$ cat src/source/alu_pkg.sv
// ALU operation codes for the execution unit
// the decoder attaches one of these to every decoded instruction record
`default_nettype none

package alu_pkg;

  // 5 bits wide so that the arithmetic ops of the full core fit later
  typedef enum logic [4:0] {
    NONE     = 5'd0,
    // register to register copy, also used for immediate loads
    COPY     = 5'd1,
    ZERO     = 5'd2,
    EXCH     = 5'd3,
    INC      = 5'd4,
    DEC      = 5'd5,
    // pc relative jumps, named after the offset size in nibbles
    JMP_REL2 = 5'd6,
    JMP_REL3 = 5'd7
  } alu_op_t;

endpackage

`default_nettype wire

$ cat src/source/decoder_pkg.sv
// types and constants shared by the nibble-serial instruction decoder
// holds the sequencer states, the decoded record layout and operand sizes
`default_nettype none

package decoder_pkg;

  localparam int NIBBLE_W = 4;

  // a 4-bit length field in 3n encodes up to 16 nibbles
  localparam int MAX_OPERAND_NIBBLES = 16;

  // offset lengths of the relative jumps
  localparam logic [4:0] JMP_REL2_LEN = 5'd2;
  localparam logic [4:0] JMP_REL3_LEN = 5'd3;

  // nibble k of the buffer holds the k-th collected nibble
  typedef logic [MAX_OPERAND_NIBBLES*NIBBLE_W-1:0] operand_t;

  // 0 to 16 collected nibbles
  typedef logic [4:0] operand_len_t;

  typedef enum logic [2:0] {
    IDLE,
    BLOCK_0X,
    BLOCK_2X,
    BLOCK_3X_LEN,
    COLLECT
  } decode_state_t;

  typedef struct packed {
    // return and stack handling
    logic rtn;
    logic pop;
    logic push;
    logic set_xm;
    logic set_carry;
    logic carry_val;
    logic en_intr;
    // hex or decimal arithmetic mode
    logic set_mode;
    logic mode_dec;
    // conditional jumps
    logic test_carry;
    logic alu_valid;
    // executor keeps the stream running
    logic no_stall;
  } ins_flags_t;

  typedef struct packed {
    ins_flags_t             flags;
    alu_pkg::alu_op_t       alu_op;
    logic [NIBBLE_W-1:0]    imm_value;
  } decoded_ins_t;

endpackage

`default_nettype wire

$ cat src/source/block_0x_decode.sv
// decode of the second nibble in the 0x group
// returns, mode switches, return stack and status register moves,
// and the P register increment and decrement
`timescale 1ns/10ps
`default_nettype none

module block_0x_decode (
  input  logic [decoder_pkg::NIBBLE_W-1:0]  i_nibble,
  output decoder_pkg::ins_flags_t           o_flags,
  output alu_pkg::alu_op_t                  o_alu_op,
  output logic                              o_error
);

  always_comb begin
    o_flags  = '0;
    o_alu_op = alu_pkg::NONE;
    o_error  = 1'b0;

    case (i_nibble)
      // RTNSXM RTN RTNSC RTNCC, and RTI on F
      4'h0, 4'h1, 4'h2, 4'h3, 4'hF: begin
        o_flags.rtn       = 1'b1;
        o_flags.pop       = 1'b1;
        o_flags.set_xm    = (i_nibble == 4'h0);
        o_flags.set_carry = i_nibble[1] && !i_nibble[3];
        o_flags.carry_val = i_nibble[1] && !i_nibble[0];
        o_flags.en_intr   = i_nibble[3];
      end
      // SETHEX, SETDEC
      4'h4, 4'h5: begin
        o_flags.set_mode = 1'b1;
        o_flags.mode_dec = i_nibble[0];
      end
      // RSTK=C pushes, C=RSTK pops
      4'h6, 4'h7: begin
        o_alu_op          = alu_pkg::COPY;
        o_flags.alu_valid = 1'b1;
        o_flags.push      = !i_nibble[0];
        o_flags.pop       = i_nibble[0];
      end
      // CLRST
      4'h8: begin
        o_alu_op          = alu_pkg::ZERO;
        o_flags.alu_valid = 1'b1;
      end
      // C=ST, ST=C
      4'h9, 4'hA: begin
        o_alu_op          = alu_pkg::COPY;
        o_flags.alu_valid = 1'b1;
      end
      4'hB: begin
        o_alu_op          = alu_pkg::EXCH;
        o_flags.alu_valid = 1'b1;
      end
      // P=P+1, P=P-1
      4'hC, 4'hD: begin
        o_alu_op          = i_nibble[0] ? alu_pkg::DEC : alu_pkg::INC;
        o_flags.alu_valid = 1'b1;
      end
      default: begin
        o_error = 1'b1;
      end
    endcase
  end

endmodule

`default_nettype wire

$ cat src/source/decoder_fsm.sv
// sequencer of the instruction decoder
// walks each instruction nibble by nibble, picks the result of the
// matching combinational decoder and registers the record and its address
`timescale 1ns/10ps
`default_nettype none

module decoder_fsm #(
  parameter int ADDR_W = 20
) (
  input  logic                                i_clk,
  input  logic                                i_reset,
  input  logic                                i_nibble_valid,
  input  logic [decoder_pkg::NIBBLE_W-1:0]    i_nibble,
  input  logic [ADDR_W-1:0]                   i_pc,
  input  decoder_pkg::decode_state_t          i_route,
  input  decoder_pkg::ins_flags_t             i_first_flags,
  input  alu_pkg::alu_op_t                    i_first_alu_op,
  input  decoder_pkg::operand_len_t           i_first_len,
  input  logic                                i_first_error,
  input  decoder_pkg::ins_flags_t             i_0x_flags,
  input  alu_pkg::alu_op_t                    i_0x_alu_op,
  input  logic                                i_0x_error,
  input  logic                                i_collect_last,
  output logic                                o_collect_start,
  output decoder_pkg::operand_len_t           o_collect_len,
  output logic                                o_collect,
  output logic                                o_ins_decoded,
  output logic                                o_dec_error,
  output decoder_pkg::decoded_ins_t           o_ins,
  output logic [ADDR_W-1:0]                   o_ins_addr
);

  decoder_pkg::decode_state_t state;

  logic first_nibble;
  logic len_nibble;

  assign first_nibble = i_nibble_valid && (state == decoder_pkg::IDLE);
  assign len_nibble   = i_nibble_valid && (state == decoder_pkg::BLOCK_3X_LEN);

  // every first nibble restarts the collector, so instructions without
  // an operand report a length of 0; 3n restarts it again with n+1
  assign o_collect_start = first_nibble || len_nibble;
  assign o_collect_len   = len_nibble ? ({1'b0, i_nibble} + 5'd1) : i_first_len;
  assign o_collect       = i_nibble_valid && (state == decoder_pkg::COLLECT);

  always_ff @(posedge i_clk) begin
    if (i_reset) begin
      state         <= decoder_pkg::IDLE;
      o_ins_decoded <= 1'b0;
      o_dec_error   <= 1'b0;
    end else begin
      o_ins_decoded <= 1'b0;
      o_dec_error   <= 1'b0;
      if (i_nibble_valid) begin
        case (state)
          decoder_pkg::IDLE: begin
            if (i_first_error) begin
              o_dec_error <= 1'b1;
            end else begin
              state <= i_route;
            end
          end
          decoder_pkg::BLOCK_0X: begin
            o_ins_decoded <= !i_0x_error;
            o_dec_error   <= i_0x_error;
            state         <= decoder_pkg::IDLE;
          end
          decoder_pkg::BLOCK_2X: begin
            o_ins_decoded <= 1'b1;
            state         <= decoder_pkg::IDLE;
          end
          decoder_pkg::BLOCK_3X_LEN: begin
            state <= decoder_pkg::COLLECT;
          end
          decoder_pkg::COLLECT: begin
            if (i_collect_last) begin
              o_ins_decoded <= 1'b1;
              state         <= decoder_pkg::IDLE;
            end
          end
          default: begin
            state <= decoder_pkg::IDLE;
          end
        endcase
      end
    end
  end

  // record and start address
  always_ff @(posedge i_clk) begin
    if (i_nibble_valid) begin
      case (state)
        decoder_pkg::IDLE: begin
          o_ins_addr      <= i_pc;
          o_ins.flags     <= i_first_flags;
          o_ins.alu_op    <= i_first_alu_op;
          o_ins.imm_value <= '0;
        end
        decoder_pkg::BLOCK_0X: begin
          o_ins.flags  <= i_0x_flags;
          o_ins.alu_op <= i_0x_alu_op;
        end
        // P=n
        decoder_pkg::BLOCK_2X: begin
          o_ins.flags.alu_valid <= 1'b1;
          o_ins.alu_op          <= alu_pkg::COPY;
          o_ins.imm_value       <= i_nibble;
        end
        // load constant, the value streams into the collector
        decoder_pkg::BLOCK_3X_LEN: begin
          o_ins.flags.no_stall <= 1'b1;
          o_ins.alu_op         <= alu_pkg::COPY;
        end
        decoder_pkg::COLLECT: begin
          o_ins.flags.alu_valid <= 1'b1;
          o_ins.imm_value       <= i_nibble;
        end
        default: begin
        end
      endcase
    end
  end

  strobes_exclusive_a: assert property (@(posedge i_clk) disable iff (i_reset)
    !(o_ins_decoded && o_dec_error));

  // an operand is only left once the collector flags its last nibble
  collect_exit_a: assert property (@(posedge i_clk) disable iff (i_reset)
    (state == decoder_pkg::COLLECT) && !(i_nibble_valid && i_collect_last)
    |=> (state == decoder_pkg::COLLECT));

endmodule

`default_nettype wire

$ cat src/source/first_nibble_decode.sv
// decode of the opening nibble of an instruction
// selects the follow-up state and sets up the relative jumps
`timescale 1ns/10ps
`default_nettype none

module first_nibble_decode (
  input  logic [decoder_pkg::NIBBLE_W-1:0]  i_nibble,
  output decoder_pkg::decode_state_t        o_route,
  output decoder_pkg::ins_flags_t           o_flags,
  output alu_pkg::alu_op_t                  o_alu_op,
  output decoder_pkg::operand_len_t         o_len,
  output logic                              o_error
);

  always_comb begin
    o_route  = decoder_pkg::IDLE;
    o_flags  = '0;
    o_alu_op = alu_pkg::NONE;
    o_len    = '0;
    o_error  = 1'b0;

    case (i_nibble)
      4'h0: begin
        o_route = decoder_pkg::BLOCK_0X;
      end
      4'h2: begin
        o_route = decoder_pkg::BLOCK_2X;
      end
      4'h3: begin
        o_route = decoder_pkg::BLOCK_3X_LEN;
      end
      // 4xy GOC, 5xy GONC
      4'h4, 4'h5: begin
        o_route            = decoder_pkg::COLLECT;
        o_len              = decoder_pkg::JMP_REL2_LEN;
        o_alu_op           = alu_pkg::JMP_REL2;
        o_flags.no_stall   = 1'b1;
        o_flags.test_carry = 1'b1;
        o_flags.carry_val  = !i_nibble[0];
      end
      // 6xxx GOTO, 7xxx GOSUB
      4'h6, 4'h7: begin
        o_route      = decoder_pkg::COLLECT;
        o_len        = decoder_pkg::JMP_REL3_LEN;
        o_alu_op     = alu_pkg::JMP_REL3;
        // gosub pushes the return address
        o_flags.push = i_nibble[0];
      end
      default: begin
        o_error = 1'b1;
      end
    endcase
  end

endmodule

`default_nettype wire

$ cat src/source/operand_collector.sv
// gathers the immediate and jump offset nibbles of an instruction
// a start pulse sets the expected length, each collect pulse stores one
// nibble, lowest position first
`timescale 1ns/10ps
`default_nettype none

module operand_collector (
  input  logic                              i_clk,
  input  logic                              i_reset,
  input  logic                              i_start,
  input  decoder_pkg::operand_len_t         i_len,
  input  logic                              i_collect,
  input  logic [decoder_pkg::NIBBLE_W-1:0]  i_nibble,
  output logic                              o_last,
  output decoder_pkg::operand_t             o_operand,
  output decoder_pkg::operand_len_t         o_operand_len
);

  decoder_pkg::operand_len_t target_len;
  decoder_pkg::operand_len_t count;

  // the nibble being collected now completes the operand
  assign o_last        = (count + 5'd1) == target_len;
  assign o_operand_len = count;

  always_ff @(posedge i_clk) begin
    if (i_reset) begin
      target_len <= '0;
      count      <= '0;
    end else if (i_start) begin
      target_len <= i_len;
      count      <= '0;
    end else if (i_collect) begin
      count <= count + 5'd1;
    end
  end

  // count stays below 16 while collecting, so its low bits are the slot
  always_ff @(posedge i_clk) begin
    if (i_start) begin
      o_operand <= '0;
    end else if (i_collect) begin
      o_operand[count[3:0]*decoder_pkg::NIBBLE_W +: decoder_pkg::NIBBLE_W] <= i_nibble;
    end
  end

  no_overrun_a: assert property (@(posedge i_clk) disable iff (i_reset)
    i_collect |-> (count < target_len));

endmodule

`default_nettype wire

$ cat src/source/saturn_decoder.sv
// nibble-serial instruction decoder for a Saturn-style 4-bit core
// takes one nibble per valid strobe and reports each instruction record,
// its start address and operand one cycle after its last nibble
`timescale 1ns/10ps
`default_nettype none

module saturn_decoder #(
  parameter int ADDR_W = 20
) (
  input  logic                              i_clk,
  input  logic                              i_reset,
  input  logic                              i_nibble_valid,
  input  logic [decoder_pkg::NIBBLE_W-1:0]  i_nibble,
  input  logic [ADDR_W-1:0]                 i_pc,
  output logic                              o_ins_decoded,
  output logic                              o_dec_error,
  output decoder_pkg::decoded_ins_t         o_ins,
  output logic [ADDR_W-1:0]                 o_ins_addr,
  output decoder_pkg::operand_t             o_operand,
  output decoder_pkg::operand_len_t         o_operand_len
);

  // first nibble decode results
  decoder_pkg::decode_state_t route;
  decoder_pkg::ins_flags_t    first_flags;
  alu_pkg::alu_op_t           first_alu_op;
  decoder_pkg::operand_len_t  first_len;
  logic                       first_error;

  // 0x group results
  decoder_pkg::ins_flags_t    flags_0x;
  alu_pkg::alu_op_t           alu_op_0x;
  logic                       error_0x;

  // collector handshake
  logic                       collect_start;
  decoder_pkg::operand_len_t  collect_len;
  logic                       collect;
  logic                       collect_last;

  first_nibble_decode first_nibble_decode_i (
    .i_nibble (i_nibble),
    .o_route  (route),
    .o_flags  (first_flags),
    .o_alu_op (first_alu_op),
    .o_len    (first_len),
    .o_error  (first_error)
  );

  block_0x_decode block_0x_decode_i (
    .i_nibble (i_nibble),
    .o_flags  (flags_0x),
    .o_alu_op (alu_op_0x),
    .o_error  (error_0x)
  );

  decoder_fsm #(
    .ADDR_W (ADDR_W)
  ) decoder_fsm_i (
    .i_clk           (i_clk),
    .i_reset         (i_reset),
    .i_nibble_valid  (i_nibble_valid),
    .i_nibble        (i_nibble),
    .i_pc            (i_pc),
    .i_route         (route),
    .i_first_flags   (first_flags),
    .i_first_alu_op  (first_alu_op),
    .i_first_len     (first_len),
    .i_first_error   (first_error),
    .i_0x_flags      (flags_0x),
    .i_0x_alu_op     (alu_op_0x),
    .i_0x_error      (error_0x),
    .i_collect_last  (collect_last),
    .o_collect_start (collect_start),
    .o_collect_len   (collect_len),
    .o_collect       (collect),
    .o_ins_decoded   (o_ins_decoded),
    .o_dec_error     (o_dec_error),
    .o_ins           (o_ins),
    .o_ins_addr      (o_ins_addr)
  );

  operand_collector operand_collector_i (
    .i_clk         (i_clk),
    .i_reset       (i_reset),
    .i_start       (collect_start),
    .i_len         (collect_len),
    .i_collect     (collect),
    .i_nibble      (i_nibble),
    .o_last        (collect_last),
    .o_operand     (o_operand),
    .o_operand_len (o_operand_len)
  );

endmodule

`default_nettype wire

$ cat config.mk
export PLATFORM = sky130hd
export DESIGN_NAME = saturn_decoder
export DESIGN_NICKNAME = d
export VERILOG_FILES = /design/src/source/alu_pkg.sv /design/src/source/decoder_pkg.sv /design/src/source/block_0x_decode.sv /design/src/source/decoder_fsm.sv /design/src/source/first_nibble_decode.sv /design/src/source/operand_collector.sv /design/src/source/saturn_decoder.sv
export SDC_FILE = /design/constraint.sdc
export NUM_CORES = 1
export LEC_CHECK = 0
export BUFFER_PORTS_ARGS = -buffer_cell sky130_fd_sc_hd__buf_2
export CORE_MARGIN = 2
export CORE_UTILIZATION = 50
export DETAILED_ROUTE_END_ITERATION = 10
export MAX_ROUTING_LAYER = met4
export PLACE_DENSITY = 0.84
export SLEW_MARGIN = 30
export SYNTH_ARGS = -nofsm -noshare
export SYNTH_HDL_FRONTEND = slang
export SYNTH_HIERARCHICAL = 1
export SYNTH_SLANG_ARGS = --single-unit
export TNS_END_PERCENT = 10
$ cat constraint.sdc
create_clock -name i_clk -period 3.3 [get_ports i_clk]
set_input_delay 0.33 -clock i_clk [delete_from_list [all_inputs] [get_ports i_clk]]
set_output_delay 0.33 -clock i_clk [all_outputs]
set_load 0.01 [all_outputs]
Yosys cells after proc, flatten, opt, wreduce, memory -nomap -nowiden. Cells that the tools add are included.

Register bits: 120. Bits of input ports: 27. Output and inout port bits: 112. Word-level logic and storage cells: 112.

$add $sub $neg: 3. Equality and inequality tests: 21. Shift-type cells: 2. Multiplexer cells: 29. Bitwise operators: 1. Reductions and logical operators: 35.

Operators with widths (number): $bwmux W64 (1); $shift A4 B34 Y64 const A (1); $shiftx A4 B34 Y64 (1); $neg A6 Y34 (1); $eq A4 B4 Y1 const B (7); $pmux W10 S2 (1); $pmux W5 S4 (1); $eq A4 B3 Y1 const B (4); $pmux W5 S3 (1); $reduce_or A15 Y1 (1); $reduce_or A2 Y1 (7); $pmux W3 S4 (1); $reduce_and A2 Y1 (6); $mux W1 (10); $pmux W1 S3 (3); $pmux W3 S3 (1); $reduce_bool A3 Y1 (3); $eq A4 B2 Y1 const B (2); $pmux W4 S2 (1); $reduce_or A4 Y1 (2); $reduce_or A8 Y1 (1); $reduce_or A7 Y1 (1); $eq A3 B2 Y1 const B (2); $mux W3 (2); 22 further kinds (30).

Depth between registers and ports, before layout.
Depth in word-level cells: 5. Gate-level depth with buffers: 12. Gate-level depth less buffers: 9.

By module. The synthesis kept the hierarchy.

By module, submodules not included: operand_collector (instances 1, cells each 354, area an instance 3358.2 µm², seq. area each 1481.4 µm²); decoder_fsm (instances 1, cells each 145, area an instance 2052.0 µm², seq. area each 1331.3 µm²); block_0x_decode (instances 1, cells each 28, area an instance 236.5 µm², seq. area each 0.0 µm²); first_nibble_decode (instances 1, cells each 30, area an instance 212.7 µm², seq. area each 0.0 µm²).

Least setup slack after synthesis. No wires, ideal clock.

Kind: register -> register. Start point: register operand_collector_i.count[0] (netlist: operand_collector_i/o_operand_len[0]). End point: register operand_collector_i.o_operand[14]. Library setup time: 71 ps. Arrival: 2698 ps. Required time: 3229 ps. Slack: 532 ps. Stages on the path, launching flop included: 10. Cells stage by stage: dfxtp_1 clkbuf_1 clkbuf_1 inv_1 ha_1 nand2b_1 or3_1 clkbuf_1 or4_1 a21oi_1.

Longest elaborated chain between the ends: 3.

Ends and longest elaborated chain: start: declaration (RTL line operand_collector.sv:20) `decoder_pkg::operand_len_t count;`; start signal: assignment (RTL line operand_collector.sv:34) `count <= count + 5'd1;`; $neg A6 Y34 (*) (RTL line operand_collector.sv:43) `o_operand[count[3:0]*decoder_pkg::NIBBLE_W +: decoder_pkg::NIBBLE_W] <= i_nibble;`; $shiftx A4 B34 Y64 or $shift A4 B34 Y64 (tied branches) (RTL line operand_collector.sv:43); $bwmux W64 (*) (RTL line operand_collector.sv:43); end signal: indexed assignment (RTL line operand_collector.sv:43); end: declaration (RTL line operand_collector.sv:15) `output decoder_pkg::operand_t o_operand,`.

Mark *: on every way between the ends. The rest lies on a longest branch, timed or not. A chain may end at the register's enable or synchronous reset.

Worst setup path in the final report.
Start point: register decoder_fsm_i.state[2]. End point: register operand_collector_i.o_operand[55].

Longest elaborated chain between the ends: 3.

Ends and longest elaborated chain: start: declaration (RTL line decoder_fsm.sv:33) `decoder_pkg::decode_state_t state;`; start signal: assignment (RTL line decoder_fsm.sv:49) `state <= decoder_pkg::IDLE;`; start signal: assignment (RTL line decoder_fsm.sv:61) `state <= i_route;`; start signal: assignment (RTL line decoder_fsm.sv:67) `state <= decoder_pkg::IDLE;`; $eq A3 B2 Y1 or $logic_not A3 Y1 (tied branches) (RTL line decoder_fsm.sv:39, decoder_fsm.sv:38); $logic_and A1 B1 Y1 (on tied branches) (RTL line decoder_fsm.sv:39, decoder_fsm.sv:38); $logic_or A1 B1 Y1 (*) (RTL line decoder_fsm.sv:43) `assign o_collect_start = first_nibble || len_nibble;`; net collect_start (RTL line saturn_decoder.sv:36) `logic collect_start;`.

The timed path passes the listed nets; every way through them passes the cells marked *.

==> impl_table.tex <==
\begin{tabular}{lr}
\hline
Metric & Value \\
\hline
\multicolumn{2}{l}{\textbf{Cells and area}} \\
Antenna diode instance count & 0 \\
Relative area change from synthesis to final layout & 21.4\% \\
Most common cell after layout, fill and taps aside & sky130\_fd\_sc\_hd\_\_buf\_2 \\
Post-route cell area & 7110 µm² \\
Post-layout net count & 712 \\
Top library cells by usage in the layout, fill and taps aside & sky130\_fd\_sc\_hd\_\_buf\_2 (138), sky130\_fd\_sc\_hd\_\_dfxtp\_1 (79), sky130\_fd\_sc\_hd\_\_mux2i\_1 (59), sky130\_fd\_sc\_hd\_\_nand2b\_1 (55), sky130\_fd\_sc\_hd\_\_nand2\_1 (48) \\
Fraction of layout instances using a drive strength above 1 & 30.3\% \\
Non-filler instance count after layout & 837 \\
\multicolumn{2}{l}{\textbf{Route}} \\
Number of nets with antenna violations after routing & 0 \\
Detail-routed via count per cell & 5.30 \\
Wire length reported by the detailed router & 14.1 mm \\
Per-cell routed wire length & 16.9 µm \\
DRC Markers & 0 \\
TritonRoute pass-1 iters & 5 \\
Number of DRC markers in iteration 0 & 282 \\
Via count & 4432 \\
\multicolumn{2}{l}{\textbf{Synthesis}} \\
Number of storage elements in the synthesis netlist & 120 \\
Warnings, synthesis & 6 \\
Simple-gate share of the synthesized area & 21.8\% \\
Mux contribution to synthesized area & 12.8\% \\
Sequential-to-total area share from yosys stat & 48.0\% \\
Post-synthesis share of cell area spent on xor and xnor gates & 3.27\% \\
Number of synthesized flops with an enable pin & 41 \\
Average instance area after synthesis & 10.5 µm² \\
Compound-gate portion of the synthesized area & 6.71\% \\
Primary FF master, synth & sky130\_fd\_sc\_hd\_\_dfxtp\_1 \\
Post-Synthesis Cells & 557 \\
Netlist area before placement & 5860 µm² \\
Number of distinct library cells after synthesis & 62 \\
Dominant combinational cell family by area after synthesis & simple AND/OR/NAND/NOR gates \\
FFs w/ async S/R, synth & 0\% \\
Arithmetic-cell share of the synthesized area counting full adders, half adders and majority gates & 0.854\% \\
\multicolumn{2}{l}{\textbf{STA}} \\
Final Worst Setup Slack & 0.608 ns \\
Actual slew at the worst max-slew pin & 0.903 ns \\
Number of hold violations in the final report & 0 \\
Post-layout minimum cycle time & 2.69 ns \\
Setup Total Neg Slack & 0 ns \\
Max transition margin & 39.6\% \\
Post-route fraction of the period consumed by the critical path & 81.6\% \\
Worst clock skew on the final layout & 0.00611 ns \\
Final Max Tran Viols & 0 \\
Setup repair after global routing missed its margin & no \\
Top achievable clock speed & 0.371 GHz \\
Number of setup violations in the final report & 0 \\
Hold slack & 0.0977 ns \\
\multicolumn{2}{l}{\textbf{Clock network}} \\
CTS tree & done \\
Number of buffers inserted during clock tree synthesis & 17 \\
Root Buffer & sky130\_fd\_sc\_hd\_\_clkbuf\_16 \\
Clock Latency Late Sink & 0.41 ns \\
Number of buffers inserted to repair setup after CTS & 0 \\
Clock slew seen by the registers of the worst setup and hold paths & 0.05 ns \\
Number of H-tree levels & 4 \\
Number of buffers between clock root and the deepest sink & 2 \\
Number of clock sinks & 120 \\
\# hold bufs at CTS & 0 \\
Number of resized instances in the post-cts repair step & 0 \\
\multicolumn{2}{l}{\textbf{Floorplanning}} \\
IO Pins & 139 \\
Floorplan core area & 11400 µm² \\
Floorplan row count & 39 \\
Die height & 112 µm \\
Starting density of the core & 51.3\% \\
DIE WIDTH & 112 µm \\
Die footprint & 12600 µm² \\
\multicolumn{2}{l}{\textbf{Worst setup path}} \\
CP Data Arrival Time & 3.02 ns \\
Endpoint required time on the critical path & 3.63 ns \\
Category of the critical setup timing path & register to register \\
Type of destination of the critical path & register \\
Worst r2r path cells & 7 \\
Nature of the critical path startpoint & register \\
Register-to-register setup slack & 0.61 ns \\
CP endpoint & operand\_collector\_i/o\_operand[55] \\
End of the worst register-to-register path & operand\_collector\_i/o\_operand[55] \\
Critical Path Fanout Max & 20 \\
Origin of the worst setup path & decoder\_fsm\_i/state[2] \\
Worst reg2reg path startpoint & decoder\_fsm\_i/state[2] \\
\multicolumn{2}{l}{\textbf{Placed design}} \\
Post-place setup slack & 0.670 ns \\
Placed Instances & 805 \\
DP Area & 6490 µm² \\
Sum of net half-perimeters after detailed placement & 9.91 mm \\
Total of buffers placed on input and output ports & 138 \\
RePlAce Congestion & 0.844 \\
\multicolumn{2}{l}{\textbf{Global routing}} \\
Global Route Usage Sum & 23.3\% \\
Initial antenna violation count & 0 \\
Largest net degree at the start of global routing & 67 \\
Grt ovf & 0 \\
Vias in the first global route & 4437 \\
Global-route wire length before repair & 22.8 mm \\
\multicolumn{2}{l}{\textbf{Power and ir drop}} \\
Worst ir drop on vdd & 333 µV \\
LEAKAGE & 3.11 nW \\
Power per cell area & 536 nW/µm² \\
\multicolumn{2}{l}{\textbf{Min path}} \\
Type of the most critical hold path & primary input to register \\
\multicolumn{2}{l}{\textbf{Status}} \\
Run status & complete, no violations \\
\multicolumn{2}{l}{\textbf{Flow run}} \\
Max Cap Viol & 0 \\
\hline
\end{tabular}
how the worst min path moves through the flow:
stage	startpoint	end	slack, ns	cells after the start
2_1_floorplan	i_reset	decoder_fsm_i/state[2]	0.39	1
3_3_place_gp	operand_collector_i/o_operand[3]	operand_collector_i/o_operand[3]	0.45	2
3_5_place_dp	operand_collector_i/o_operand[0]	operand_collector_i/o_operand[0]	0.46	2
4_1_cts	i_pc[16]	decoder_fsm_i/o_ins_addr[16]	0.09	1
5_1_grt	i_pc[11]	decoder_fsm_i/o_ins_addr[11]	0.09	1
6_report	i_pc[3]	decoder_fsm_i/o_ins_addr[3]	0.1	1
state kept, by name, indices dropped and copies added, names as in the netlist:
signal,count
operand_collector_i/target_len,5
decoder_fsm_i/o_ins_addr,20
decoder_fsm_i/o_ins_decoded,1
decoder_fsm_i/o_ins,21
decoder_fsm_i/o_dec_error,1
decoder_fsm_i/state,3
operand_collector_i/o_operand,64
operand_collector_i/o_operand_len,5
cell usage after synthesis (3+ instances only):
cell type,number,area (µm²)
sky130_fd_sc_hd__dfxtp_1,79,1580
sky130_fd_sc_hd__mux2_4,10,150
sky130_fd_sc_hd__buf_6,5,56.3
sky130_fd_sc_hd__inv_1,8,30.0
sky130_fd_sc_hd__nor2b_1,6,37.5
sky130_fd_sc_hd__and2_1,9,56.3
sky130_fd_sc_hd__buf_4,26,195
sky130_fd_sc_hd__nor3b_1,8,60.1
sky130_fd_sc_hd__or4_1,4,30.0
sky130_fd_sc_hd__buf_2,5,25.0
sky130_fd_sc_hd__edfxtp_1,41,1230
sky130_fd_sc_hd__o41ai_1,4,35.0
sky130_fd_sc_hd__or2_2,5,31.3
sky130_fd_sc_hd__mux2i_1,59,591
sky130_fd_sc_hd__nand2_1,48,180
sky130_fd_sc_hd__nand2b_1,55,344
sky130_fd_sc_hd__nand3b_1,3,22.5
sky130_fd_sc_hd__a21oi_1,22,110
sky130_fd_sc_hd__ha_1,4,50.1
sky130_fd_sc_hd__nand4_1,3,18.8
sky130_fd_sc_hd__nand3_1,14,70.1
sky130_fd_sc_hd__nor2_1,22,82.6
sky130_fd_sc_hd__nor3_1,14,70.1
sky130_fd_sc_hd__a22oi_1,4,30.0
sky130_fd_sc_hd__clkbuf_1,16,60.1
sky130_fd_sc_hd__xor2_1,9,78.8
sky130_fd_sc_hd__xnor2_1,11,96.3
sky130_fd_sc_hd__o21ai_0,18,90.1
sky130_fd_sc_hd__or3_1,3,18.8
per-stage QoR:
| stage | power [mW] | util (%) |
|---|---|---|
| floorplan | 1.83 | - |
| global placement | 1.89 | 56.8 |
| detailed placement | 1.90 | 56.8 |
| CTS | 3.83 | 62.3 |
| global route | 3.92 | 62.3 |
| finish | 3.81 | 62.3 |
layer usage:
| layer | global-route usage [%] | routed length, µm | vias to the layer above |
|---|---|---|---|
| li1 | - | - | 2145 |
| met1 | 27.9 | 6190 | 2096 |
| met2 | 39.4 | 6830 | 173 |
| met3 | 5.18 | 861 | 18 |
| met4 | 7.64 | 225 | 0 |
| met5 | - | 0 | - |
critical path: stages, from the launching register on:
cell and delay [ns]:
sky130_fd_sc_hd__dfxtp_1 0.78, sky130_fd_sc_hd__nand2b_1 0.30, sky130_fd_sc_hd__a21oi_1 0.09, sky130_fd_sc_hd__o21a_2 0.27, sky130_fd_sc_hd__nand2b_1 0.28, sky130_fd_sc_hd__nor2_1 0.50
sky130_fd_sc_hd__nand3_1 0.20, sky130_fd_sc_hd__mux2i_1 0.19
kinds of logic (layout without fill, tap and decap cells):
kind of cell,count (synthesis),count (layout)
flops,120,120
fa+ha+maj,4,4
xor+xnor,21,21
buf+inv,63,185
simple gates,218,218
compound gates,59,59
mux,70,70
other cells,2,17
where the power goes:
part	switching [mW]	internal, mW
registers	0.0198	1.58
clock network	0.659	1.28
logic	0.161	0.111
total	0.839	2.97
layout make-up:
cell class                 count  area [µm²]
fill                         928        4310
sequential                   120        2810
multi-input combinational    389        2730
timing repair buffer         144         736
clock buffer                  22         485
tap                          143         179
clock inverter                10         138
inverter                       9        33.8
Power figures use the tool's default switching activity.
